File: config.mk
export PLATFORM = sky130hd
export DESIGN_NAME = exec_core
export DESIGN_NICKNAME = d
export VERILOG_FILES = /design/src/source/rv_pkg.sv /design/src/source/instr_decoder.sv /design/src/source/reg_file.sv /design/src/source/alu.sv /design/src/source/exec_core.sv
export VERILOG_INCLUDE_DIRS = /design/src /design/src/source
export SDC_FILE = /design/constraint.sdc
export NUM_CORES = 2
export LEC_CHECK = 0
export BUFFER_PORTS_ARGS = -buffer_cell sky130_fd_sc_hd__buf_2
export CAP_MARGIN = 10
export CORE_ASPECT_RATIO = 0.9
export CORE_MARGIN = 2
export CORE_UTILIZATION = 36
export DETAILED_ROUTE_END_ITERATION = 7
export HOLD_SLACK_MARGIN = 0.12
export PLACE_DENSITY_LB_ADDON = 0.15
export SLEW_MARGIN = 30
export SYNTH_ARGS = -nofsm -noshare
export SYNTH_HDL_FRONTEND = slang
export SYNTH_SLANG_ARGS = --single-unit
File: constraint.sdc
create_clock -name clk -period 16.5 [get_ports clk]
set_clock_uncertainty 0.15 [all_clocks]
set_input_delay 0.825 -clock clk [delete_from_list [all_inputs] [get_ports clk]]
set_output_delay 0.825 -clock clk [all_outputs]
set_load 0.02 [all_outputs]
File: src/source/rv_defs.svh
`ifndef RV_DEFS_SVH
`define RV_DEFS_SVH

// major opcodes, bits [6:0] of the instruction

// upper immediate, rd = imm_u
`define RV_OP_LUI    7'b0110111

// register-immediate arithmetic and shifts
`define RV_OP_IMM    7'b0010011

// register-register arithmetic
`define RV_OP_REG    7'b0110011

// loads, only the address is computed here
`define RV_OP_LOAD   7'b0000011

// stores, same
`define RV_OP_STORE  7'b0100011

// conditional branches, compare only
`define RV_OP_BRANCH 7'b1100011

// addi x0, x0, 0
// fed to the decoder on idle cycles
`define RV_BUBBLE    32'h0000_0013

// architectural register count, x0 included
`define RV_NUM_REGS  32

`endif

File: src/source/rv_pkg.sv
package rv_pkg;

  // data word, also used for instructions
  typedef logic [31:0] word_t;

  // register index x0..x31
  typedef logic [4:0] reg_idx_t;

  // alu operations
  // ALU_ILL marks an undecodable instruction
  typedef enum logic [4:0] {
    ALU_ADD, ALU_SUB, ALU_XOR, ALU_OR, ALU_AND,
    ALU_SLL, ALU_SRL, ALU_SRA, ALU_SLT, ALU_SLTU,
    ALU_EQ, ALU_NE, ALU_LT, ALU_GE, ALU_LTU, ALU_GEU,
    ALU_ILL
  } alu_cmd_t;

  // second operand source
  typedef enum logic {REG, IMM} op_type_t;

  // match patterns for casez
  // layout funct7 / rs2 / rs1 / funct3 / rd / opcode

  // r-type
  localparam word_t ADD   = 32'b0000000_?????_?????_000_?????_0110011;
  localparam word_t SUB   = 32'b0100000_?????_?????_000_?????_0110011;
  localparam word_t SLL   = 32'b0000000_?????_?????_001_?????_0110011;
  localparam word_t SLT   = 32'b0000000_?????_?????_010_?????_0110011;
  localparam word_t SLTU  = 32'b0000000_?????_?????_011_?????_0110011;
  localparam word_t XOR   = 32'b0000000_?????_?????_100_?????_0110011;
  localparam word_t SRL   = 32'b0000000_?????_?????_101_?????_0110011;
  localparam word_t SRA   = 32'b0100000_?????_?????_101_?????_0110011;
  localparam word_t OR    = 32'b0000000_?????_?????_110_?????_0110011;
  localparam word_t AND   = 32'b0000000_?????_?????_111_?????_0110011;

  // i-type arithmetic, shifts keep funct7 in imm[11:5]
  localparam word_t ADDI  = 32'b???????_?????_?????_000_?????_0010011;
  localparam word_t SLTI  = 32'b???????_?????_?????_010_?????_0010011;
  localparam word_t SLTIU = 32'b???????_?????_?????_011_?????_0010011;
  localparam word_t XORI  = 32'b???????_?????_?????_100_?????_0010011;
  localparam word_t ORI   = 32'b???????_?????_?????_110_?????_0010011;
  localparam word_t ANDI  = 32'b???????_?????_?????_111_?????_0010011;
  localparam word_t SLLI  = 32'b0000000_?????_?????_001_?????_0010011;
  localparam word_t SRLI  = 32'b0000000_?????_?????_101_?????_0010011;
  localparam word_t SRAI  = 32'b0100000_?????_?????_101_?????_0010011;

  // upper immediate
  localparam word_t LUI   = 32'b???????_?????_?????_???_?????_0110111;

  // loads
  localparam word_t LB    = 32'b???????_?????_?????_000_?????_0000011;
  localparam word_t LH    = 32'b???????_?????_?????_001_?????_0000011;
  localparam word_t LW    = 32'b???????_?????_?????_010_?????_0000011;
  localparam word_t LBU   = 32'b???????_?????_?????_100_?????_0000011;
  localparam word_t LHU   = 32'b???????_?????_?????_101_?????_0000011;

  // stores
  localparam word_t SB    = 32'b???????_?????_?????_000_?????_0100011;
  localparam word_t SH    = 32'b???????_?????_?????_001_?????_0100011;
  localparam word_t SW    = 32'b???????_?????_?????_010_?????_0100011;

  // branches
  localparam word_t BEQ   = 32'b???????_?????_?????_000_?????_1100011;
  localparam word_t BNE   = 32'b???????_?????_?????_001_?????_1100011;
  localparam word_t BLT   = 32'b???????_?????_?????_100_?????_1100011;
  localparam word_t BGE   = 32'b???????_?????_?????_101_?????_1100011;
  localparam word_t BLTU  = 32'b???????_?????_?????_110_?????_1100011;
  localparam word_t BGEU  = 32'b???????_?????_?????_111_?????_1100011;

endpackage

File: src/source/instr_decoder.sv
`include "rv_defs.svh"

module instr_decoder (
  input  rv_pkg::word_t    instruction,
  input  logic             instr_valid,
  output rv_pkg::reg_idx_t rs1,
  output rv_pkg::reg_idx_t rs2,
  output rv_pkg::reg_idx_t rd,
  output rv_pkg::alu_cmd_t alu_cmd,
  output rv_pkg::word_t    imm,
  output rv_pkg::op_type_t op2_type,
  output logic             reg_write
);
  import rv_pkg::*;

  // instruction actually decoded
  word_t      instr;
  logic [6:0] opcode;

  // idle cycles decode as a harmless addi
  assign instr  = instr_valid ? instruction : `RV_BUBBLE;
  assign opcode = instr[6:0];

  // register indices
  always_comb begin
    // lui adds imm_u to x0
    if (opcode == `RV_OP_LUI) begin
      rs1 = '0;
    end else begin
      rs1 = instr[19:15];
    end
    rs2 = instr[24:20];
    rd  = instr[11:7];
  end

  // operand b select
  always_comb begin
    case (opcode)
      `RV_OP_IMM, `RV_OP_LOAD, `RV_OP_STORE, `RV_OP_LUI: begin
        op2_type = IMM;
      end
      // r-type and branches compare against rs2
      default: begin
        op2_type = REG;
      end
    endcase
  end

  // immediate formats
  always_comb begin
    case (opcode)
      // i-type, sign extended
      `RV_OP_IMM, `RV_OP_LOAD: begin
        imm = {{20{instr[31]}}, instr[31:20]};
      end
      // s-type, split field
      `RV_OP_STORE: begin
        imm = {{20{instr[31]}}, instr[31:25], instr[11:7]};
      end
      // u-type, already shifted up by 12
      `RV_OP_LUI: begin
        imm = {instr[31:12], 12'h000};
      end
      default: begin
        imm = '0;
      end
    endcase
  end

  // only arithmetic and lui retire into rd
  always_comb begin
    case (opcode)
      `RV_OP_REG, `RV_OP_IMM, `RV_OP_LUI: begin
        reg_write = 1'b1;
      end
      default: begin
        reg_write = 1'b0;
      end
    endcase
  end

  // alu command from the full match patterns
  always_comb begin
    casez (instr)
      // address generation and lui go through the adder
      ADD, ADDI, LUI, LB, LH, LW, LBU, LHU, SB, SH, SW: begin
        alu_cmd = ALU_ADD;
      end
      SUB:          alu_cmd = ALU_SUB;
      XOR, XORI:    alu_cmd = ALU_XOR;
      OR, ORI:      alu_cmd = ALU_OR;
      AND, ANDI:    alu_cmd = ALU_AND;
      SLL, SLLI:    alu_cmd = ALU_SLL;
      SRL, SRLI:    alu_cmd = ALU_SRL;
      SRA, SRAI:    alu_cmd = ALU_SRA;
      SLT, SLTI:    alu_cmd = ALU_SLT;
      SLTU, SLTIU:  alu_cmd = ALU_SLTU;
      // branch conditions
      BEQ:          alu_cmd = ALU_EQ;
      BNE:          alu_cmd = ALU_NE;
      BLT:          alu_cmd = ALU_LT;
      BGE:          alu_cmd = ALU_GE;
      BLTU:         alu_cmd = ALU_LTU;
      BGEU:         alu_cmd = ALU_GEU;
      // anything else is flagged upstream
      default:      alu_cmd = ALU_ILL;
    endcase
  end

endmodule

File: src/source/reg_file.sv
`include "rv_defs.svh"

module reg_file (
  input  logic             clk,
  input  logic             arst_n,
  input  rv_pkg::reg_idx_t rs1,
  input  rv_pkg::reg_idx_t rs2,
  input  logic             wr_en,
  input  rv_pkg::reg_idx_t wr_idx,
  input  rv_pkg::word_t    wr_data,
  output rv_pkg::word_t    rs1_data,
  output rv_pkg::word_t    rs2_data
);
  import rv_pkg::*;

  // x0..x31
  // entry 0 is cleared by reset and never written after
  word_t regs [`RV_NUM_REGS];

  // write port
  always_ff @(posedge clk or negedge arst_n) begin
    if (!arst_n) begin
      // every register reads zero out of reset
      for (int i = 0; i < `RV_NUM_REGS; i++) begin
        regs[i] <= '0;
      end
    end else if (wr_en && (wr_idx != '0)) begin
      // writes to x0 are dropped here
      regs[wr_idx] <= wr_data;
    end
  end

  // read ports, combinational
  // a write at edge N is visible right after the edge
  assign rs1_data = regs[rs1];
  assign rs2_data = regs[rs2];

endmodule

File: src/source/alu.sv
module alu (
  input  rv_pkg::alu_cmd_t alu_cmd,
  input  rv_pkg::word_t    op_a,
  input  rv_pkg::word_t    op_b,
  output rv_pkg::word_t    alu_out
);
  import rv_pkg::*;

  // shift amount, low five bits of b
  logic [4:0] shamt;

  // shared compare results
  logic lt_s;
  logic lt_u;
  logic eq;

  assign shamt = op_b[4:0];

  assign lt_s = $signed(op_a) < $signed(op_b);
  assign lt_u = op_a < op_b;
  assign eq   = (op_a == op_b);

  always_comb begin
    case (alu_cmd)
      // arithmetic
      ALU_ADD:  alu_out = op_a + op_b;
      ALU_SUB:  alu_out = op_a - op_b;

      // logic
      ALU_XOR:  alu_out = op_a ^ op_b;
      ALU_OR:   alu_out = op_a | op_b;
      ALU_AND:  alu_out = op_a & op_b;

      // shifts
      ALU_SLL:  alu_out = op_a << shamt;
      ALU_SRL:  alu_out = op_a >> shamt;
      // arithmetic right shift keeps the sign
      ALU_SRA:  alu_out = word_t'($signed(op_a) >>> shamt);

      // set less than, 0 or 1
      ALU_SLT:  alu_out = {31'b0, lt_s};
      ALU_SLTU: alu_out = {31'b0, lt_u};

      // branch conditions, 0 or 1
      ALU_EQ:   alu_out = {31'b0, eq};
      ALU_NE:   alu_out = {31'b0, !eq};
      ALU_LT:   alu_out = {31'b0, lt_s};
      ALU_GE:   alu_out = {31'b0, !lt_s};
      ALU_LTU:  alu_out = {31'b0, lt_u};
      ALU_GEU:  alu_out = {31'b0, !lt_u};

      // ALU_ILL and anything unlisted
      default:  alu_out = '0;
    endcase
  end

endmodule

File: src/source/exec_core.sv
module exec_core (
  input  logic          clk,
  input  logic          arst_n,
  input  rv_pkg::word_t instruction,
  input  logic          instr_valid,
  output rv_pkg::word_t result,
  output logic          result_valid,
  output logic          illegal
);
  import rv_pkg::*;

  // decoder outputs
  reg_idx_t rs1;
  reg_idx_t rs2;
  reg_idx_t rd;
  alu_cmd_t alu_cmd;
  word_t    imm;
  op_type_t op2_type;
  logic     reg_write;

  // datapath
  word_t rs1_data;
  word_t rs2_data;
  word_t op_b;
  word_t alu_out;

  // retire control
  logic cmd_legal;
  logic retire;
  logic wr_en;

  instr_decoder u_decoder (
    .instruction (instruction),
    .instr_valid (instr_valid),
    .rs1         (rs1),
    .rs2         (rs2),
    .rd          (rd),
    .alu_cmd     (alu_cmd),
    .imm         (imm),
    .op2_type    (op2_type),
    .reg_write   (reg_write)
  );

  // write-back lands at the same edge that loads result
  reg_file u_reg_file (
    .clk      (clk),
    .arst_n   (arst_n),
    .rs1      (rs1),
    .rs2      (rs2),
    .wr_en    (wr_en),
    .wr_idx   (rd),
    .wr_data  (alu_out),
    .rs1_data (rs1_data),
    .rs2_data (rs2_data)
  );

  // operand b, rs2 or immediate
  assign op_b = (op2_type == IMM) ? imm : rs2_data;

  alu u_alu (
    .alu_cmd (alu_cmd),
    .op_a    (rs1_data),
    .op_b    (op_b),
    .alu_out (alu_out)
  );

  assign cmd_legal = (alu_cmd != ALU_ILL);
  assign retire    = instr_valid && cmd_legal;
  // loads, stores, branches retire without a write
  assign wr_en     = retire && reg_write;

  // one-cycle latency output stage
  always_ff @(posedge clk or negedge arst_n) begin
    if (!arst_n) begin
      result       <= '0;
      result_valid <= 1'b0;
      illegal      <= 1'b0;
    end else begin
      // result holds unless a legal instruction retires
      if (retire) begin
        result <= alu_out;
      end
      result_valid <= retire;
      illegal      <= instr_valid && !cmd_legal;
    end
  end

endmodule

## Yosys cells after proc, flatten, opt, wreduce, memory -nomap -nowiden

Index checks and enable logic that the tools add are counted.

- Bitwise operators: 6
- Shifts and indexed selects: 3
- Equality and inequality tests: 55
- Add/subtract/negate cells: 2
- Reductions and logical operators: 25
- Multiplexer cells: 17
- $lt $le $gt $ge: 6

Operators with widths:

| cell | count |
|---|---|
| $bwmux 1024 | 1 |
| $pmux 32 s14 | 1 |
| $bmux 32 s5 | 2 |
| $mux 32 | 7 |
| $demux 32 s5 | 1 |
| $pmux 32 s3 | 1 |
| $eq 10x10->1 const B | 9 |
| $eq 17x10->1 const B | 5 |
| $pmux 5 s16 | 1 |
| $lt 32x32->1 | 2 |
| $eq 17x16->1 const B | 3 |
| $eq 10x9->1 const B | 4 |
| $eq 5x4->1 const B | 8 |
| $eq 17x8->1 const B | 2 |
| $eq 17x9->1 const B | 2 |
| $add 32x32->32 | 1 |
| $and 32x32->32 | 1 |
| $eq 32x32->1 | 1 |
| $or 32x32->32 | 1 |
| $shl 32x5->32 | 1 |
| $shr 32x5->32 | 1 |
| $sshr 32x5->32 | 1 |
| $sub 32x32->32 | 1 |
| $xor 32x32->32 | 1 |
| other kinds (26) | 56 |

- Input port bits: 35
- Logic and storage cells: 149
- Register bits after elaboration: 1058

## Logic depth before layout (Yosys ltp)

- Depth after elaboration: 11
- Gate-level depth with buffers: 30
- Mapped depth without buffers: 21

## By module

A second synthesis with hierarchy kept.

- Cell total of the unflattened synthesis: 6203
- Area total of the unflattened synthesis: 67317.1 um^2

By module, submodules not included:

| module | cells an instance | seq. area each (um^2) | area each (um^2) | instances |
|---|---|---|---|---|
| reg_file | 4601 | 25624.6 | 55942.4 | 1 |
| alu | 1315 | 0.0 | 8758.4 | 1 |
| exec_core | 112 | 850.8 | 1676.6 | 1 |
| instr_decoder | 175 | 0.0 | 939.7 | 1 |

## Worst setup path after synthesis

OpenSTA, ideal clock, no wires.

- Path type: input-to-reg
- From: input instruction[20]
- To: register u_reg_file.regs[154] in the netlist's numbering
- Slack: 9.214 ns
- Library setup time: 0.138 ns
- Arrival: 6.997 ns
- Required time: 16.212 ns
- Cell stages on the path: 24
- Path through: buf_6 and2_1 buf_2 clkbuf_1 buf_1 buf_1 mux4_2 mux4_2 nand2_1 a32oi_1 ha_1 or3_1 or3_1 nor3_1 or3b_1 and3_1 o311ai_1 o21ba_2 a21oi_1 a2111oi_0 and4_1 clkbuf_1 buf_2 a21oi_1

- Cells in the longest elaborated chain, start to end: 9
- Elaborated cells between the ends (all ways): 17
- Classes of those cells: 2 x add/sub; 3 x shift; 8 x mux; 4 x bitwise

Ends and longest elaborated chain:

| item | RTL line | text |
|---|---|---|
| start, declared | exec_core.sv:4 | `input rv_pkg::word_t instruction,` |
| $mux 32 (no source line) * | -- |  |
| $not 5->6 (implied by the code) | reg_file.sv:36 | `assign rs2_data = regs[rs2];` |
| $bmux 32 s5 | reg_file.sv:36 |  |
| $mux 32 (implied by the code) (2 in a row) | reg_file.sv:36 |  |
| $mux 32 * | exec_core.sv:58 | `assign op_b = (op2_type == IMM) ? imm : rs2_data;` |
| $sub 32x32->32, or another cell as far along | alu.sv:27 | `ALU_SUB: alu_out = op_a - op_b;` |
| $pmux 32 s14 * | alu.sv:24 | `case (alu_cmd)` |
| $bwmux 1024 * | reg_file.sv:29 | `regs[wr_idx] <= wr_data;` |
| end signal, assigned by index | reg_file.sv:29 |  |
| end, declared | reg_file.sv:18 | `` word_t regs [`RV_NUM_REGS]; `` |

Mark *: on every way between the ends. The rest lies on a longest branch, timed or not. The select of a mux whose other input is x is not followed.
A chain may end at the register's enable or synchronous reset.

## Final worst setup path

- From: input instr_valid
- To: register u_reg_file.regs[824] in the netlist's numbering

- Cells in the longest elaborated chain, start to end: 10
- Elaborated cells between the ends (all ways): 104
- Classes of those cells: 2 x add/sub; 2 x order compare; 54 x eq/ne; 3 x shift; 17 x mux; 6 x bitwise; 20 x reduce/logical

Ends and longest elaborated chain:

| item | RTL line | text |
|---|---|---|
| start, declared | exec_core.sv:5 | `input logic instr_valid,` |
| $mux 32 (no source line) | -- |  |
| $eq 7x6->1 | -- |  |
| $mux 5 | instr_decoder.sv:27 | `` if (opcode == `RV_OP_LUI) begin `` |
| $not 5->6 (implied by the code) | reg_file.sv:35 | `assign rs1_data = regs[rs1];` |
| $bmux 32 s5 | reg_file.sv:35 |  |
| $mux 32 (implied by the code) (2 in a row) | reg_file.sv:35 |  |
| $sub 32x32->32, or another cell as far along | alu.sv:27 |  |
| $pmux 32 s14 | alu.sv:24 |  |
| $bwmux 1024 | reg_file.sv:29 |  |

Several ways; a longest one is shown, not always the timed one. The select of a mux whose other input is x is not followed.

==> impl_metrics.toml <==
[run_status]
outcome = "finished with violations"
violations = "design-rule violations"

[power_and_ir_drop]
clockPowerShare = 0.412
power_frac_comb = 0.215
switching_share = 0.341
switchingPower_mw = 2.44
ir_drop_v = 0.0000972
seqPwrFrac = 0.373
p_int_mw = 4.72
power_density_mw_per_mm2 = 93.2
power_mw = 7.16
power_leakage_nw = 32.3

[sta]
maxSlewHeadroom = 0.247
worst_hold_slack_ps = 253
setup_viol = 0
final_max_slew_viol_count = 0
period_needed_ps = 9670
tightest_slew_ps = 1100
clock.fmax_mhz = 103
fin_crit_sh = 0.586
postLayoutSetupSlackWorst_ps = 6830
hold_viol_final = 0
rsz0062_at_grt = "no"
final.setup.tns_ps = 0

[final_layout]
final_util = 0.403
fillers = 18892
drive_above_1_share = 0.206
nNetsFinal = 7123
area_growth_syn_to_layout_pct = 11.2

[grt]
gr-total-overflow = 0
antenna_found_initial = 29
busiest_layer = "met2"
grt_pass1_vias = 62231
grt_max_degree = 169
grt_use_met2 = 0.535
use_met1 = 0.524
grt_pass1_wl_um = 523000
grt_util_all_layers = 0.380
grt.met3_usage = 0.116

[yosys]
synth-async-reset-ratio = 1.00
synth_edf_count = 0
synth-compound-area-share = 0.217
synth_xor_area_frac = 0.00190
yosysSeqAreaShare = 0.383
synthCells = 7253
synth_area_per_cell_sq_um = 9.52
synth_nets = 7391
yosys_warnings = 0
yosys.area_share.simple = 0.139
yosysUniqueCellTypes = 112
muxShareOfSynthArea = 0.182
synth_top_family_by_area = "compound AO/OA/AOI/OAI gates"
yosys_register_bits = 1058
netlist_area_sq_mm = 0.0691
synth_top_flop_cell = "dfrtp_1"
synth_fa_ha_area_frac = 0.0189

[critical_path]
r2r-start = "u_reg_file.regs[227]"
max_stage_delay_ps = 900
crit_slowest_cell = "o221a_2"
crit_type = "input pin to flip-flop"
endpoint_kind = "flip-flop"
startpoint_type = "input pin"
required_ps = 17010
cp_data_arrival_time_ps = 10180
crit_start = "instr_valid"
path_common_cell = "buf_4"
critical_path_peak_fanout = 39

[floorplan]
io-pin-count = 69
die_y_um = 420
rows = 152
start_util = 0.362
core_region_area_sq_mm = 0.191
die_x_um = 466
die_area_sq_mm = 0.195

[flow_run]
drv_cap = 0

[clock_tree]
clk_pin_slew_ps = 60
numCtsBuffers = 119
cts_buffer_depth = 3
cts_root_buffer = "clkbuf_16"
cts_tree = "built"
clk_latency_ps = 820
clock_sinks = 1058
postCtsResizedCells = 0
cts_htree_levels = 3

[route]
drtIter0Drc = 10017
vias = 66652
wl_per_cell_um = 39.4
viasPerCell = 6.92
wl_um = 380000
antenna_left = 0
drc_errors = 7
drt_first_pass_iters = 8

[hold_path]
worstHoldStart = "u_reg_file.regs[1016]"
min_path_type = "flip-flop to flip-flop"

[place]
place_congestion = 1.07
dp.final_hpwl_um = 255000
preCtsSetupSlack_ps = 6430
portBuffers = 68
-- logic make-up after synthesis --
kind of cell             after synthesis
flip-flops                          1058
AO/OA/AOI/OAI                       2264
adder cells (fa/ha/maj)              103
buffers and inverters                891
XOR/XNOR                              15
multiplexers                         777
AND/OR/NAND/NOR                     2145
-- synth_stat cells, types with 36 or more instances --
cell type  instances  share of area
o21ai_1           49         0.0036
a211oi_1          95          0.010
mux2_2           244          0.040
a221oi_1          61         0.0077
nor2b_1           37         0.0034
nor3_1            94         0.0068
and3_1            46         0.0042
o32ai_1           45         0.0057
o21ai_0          281          0.020
o2111ai_1         48         0.0061
nor4_1            37         0.0034
o211ai_1         140          0.015
buf_1             59         0.0032
a41oi_1           36         0.0046
dfrtp_1         1058           0.38
ha_1             101          0.018
nand3_1          145          0.011
nand4_1           57         0.0052
mux4_2           357           0.12
buf_4             37         0.0040
inv_1            107         0.0058
a31oi_1          112          0.010
a22oi_1           38         0.0041
buf_2            215          0.016
clkbuf_1         418          0.023
nand2_1          585          0.032
a21o_1            39         0.0042
mux2i_1          175          0.025
a21oi_1          803          0.058
nor2_1           946          0.051
o22ai_1          117          0.011
o221ai_1          50         0.0063
-- sequential cells by signal (all words and copies together), names as in the netlist --
register,count
illegal,1
result,32
result_valid,1
u_reg_file.regs,1024
-- layer usage --
layer	part of all wire	vias up	wire (um)
li1	-	26663	-
met1	0.41	34244	154000
met2	0.41	4738	156000
met3	0.12	981	46300
met4	0.061	26	23000
met5	0.00050	-	189
-- power groups by stage --
stage          registers [mW]  clock network, mW  logic [mW]
2_1_floorplan            2.72                  0       0.777
3_3_place_gp             2.72                  0        1.48
3_5_place_dp             2.72                  0        1.47
4_1_cts                  2.67               2.97        1.47
5_1_grt                  2.67               3.07        1.57
6_report                 2.67               2.95        1.54
-- critical path: cells and delay by family --
| family | cells | cell delay, ps |
|---|---|---|
| compound gates | 10 | 3480 |
| buf+inv | 6 | 2420 |
| simple gates | 6 | 2240 |
| fa+ha+maj | 2 | 860 |
| xor+xnor | 1 | 130 |
-- metrics by stage --
step	instance area [sq um]	cells
2_1_floorplan	69100	7253
3_3_place_gp	72300	9398
3_5_place_dp	72400	9402
4_1_cts	76700	9626
5_1_grt	76800	9633
6_report	76800	9636
-- timing repair --
item | 4_1_cts | 5_1_grt
hold endpoints to repair | 88 | 0
buffers inserted | 0 | 0
setup endpoints to repair | 0 | 0
hold buffers | 1 | 0
-- worst paths after layout --
check                      cells past startpoint  slack [ps]               endpoint
setup / recovery                              25        6830   u_reg_file.regs[824]
hold / removal                                 0         250  u_reg_file.regs[1016]
hold reg to reg                                0         250  u_reg_file.regs[1016]
min in group asynchronous                      2         470   u_reg_file.regs[304]
setup reg to reg                              19        8940   u_reg_file.regs[147]
max in group asynchronous                      6       13050   u_reg_file.regs[182]
-- cell usage in the layout, fill, tap and decap left out, types with 119 or more instances in the layout --
cell	count
dfrtp_1	1058
o21ai_0	276
nor2_1	905
nand3_1	145
o211ai_1	140
mux4_2	357
clkbuf_16	119
mux2_2	244
a21oi_1	797
nand2_1	574
mux2i_1	173
buf_4	301
-- area by class of cell --
cell class,count,area (sq um),area share
flip-flops and latches,1058,26500,0.345
clock inverters,58,878,0.0114
clock buffers,165,3410,0.0444
well taps,2541,3180,0.0414
inverters,117,443,0.00577
diodes,8,20.0,0.000261
multi-input cells,5304,39500,0.514
repair buffers,385,2920,0.0381
Power figures use the tool's default switching activity.
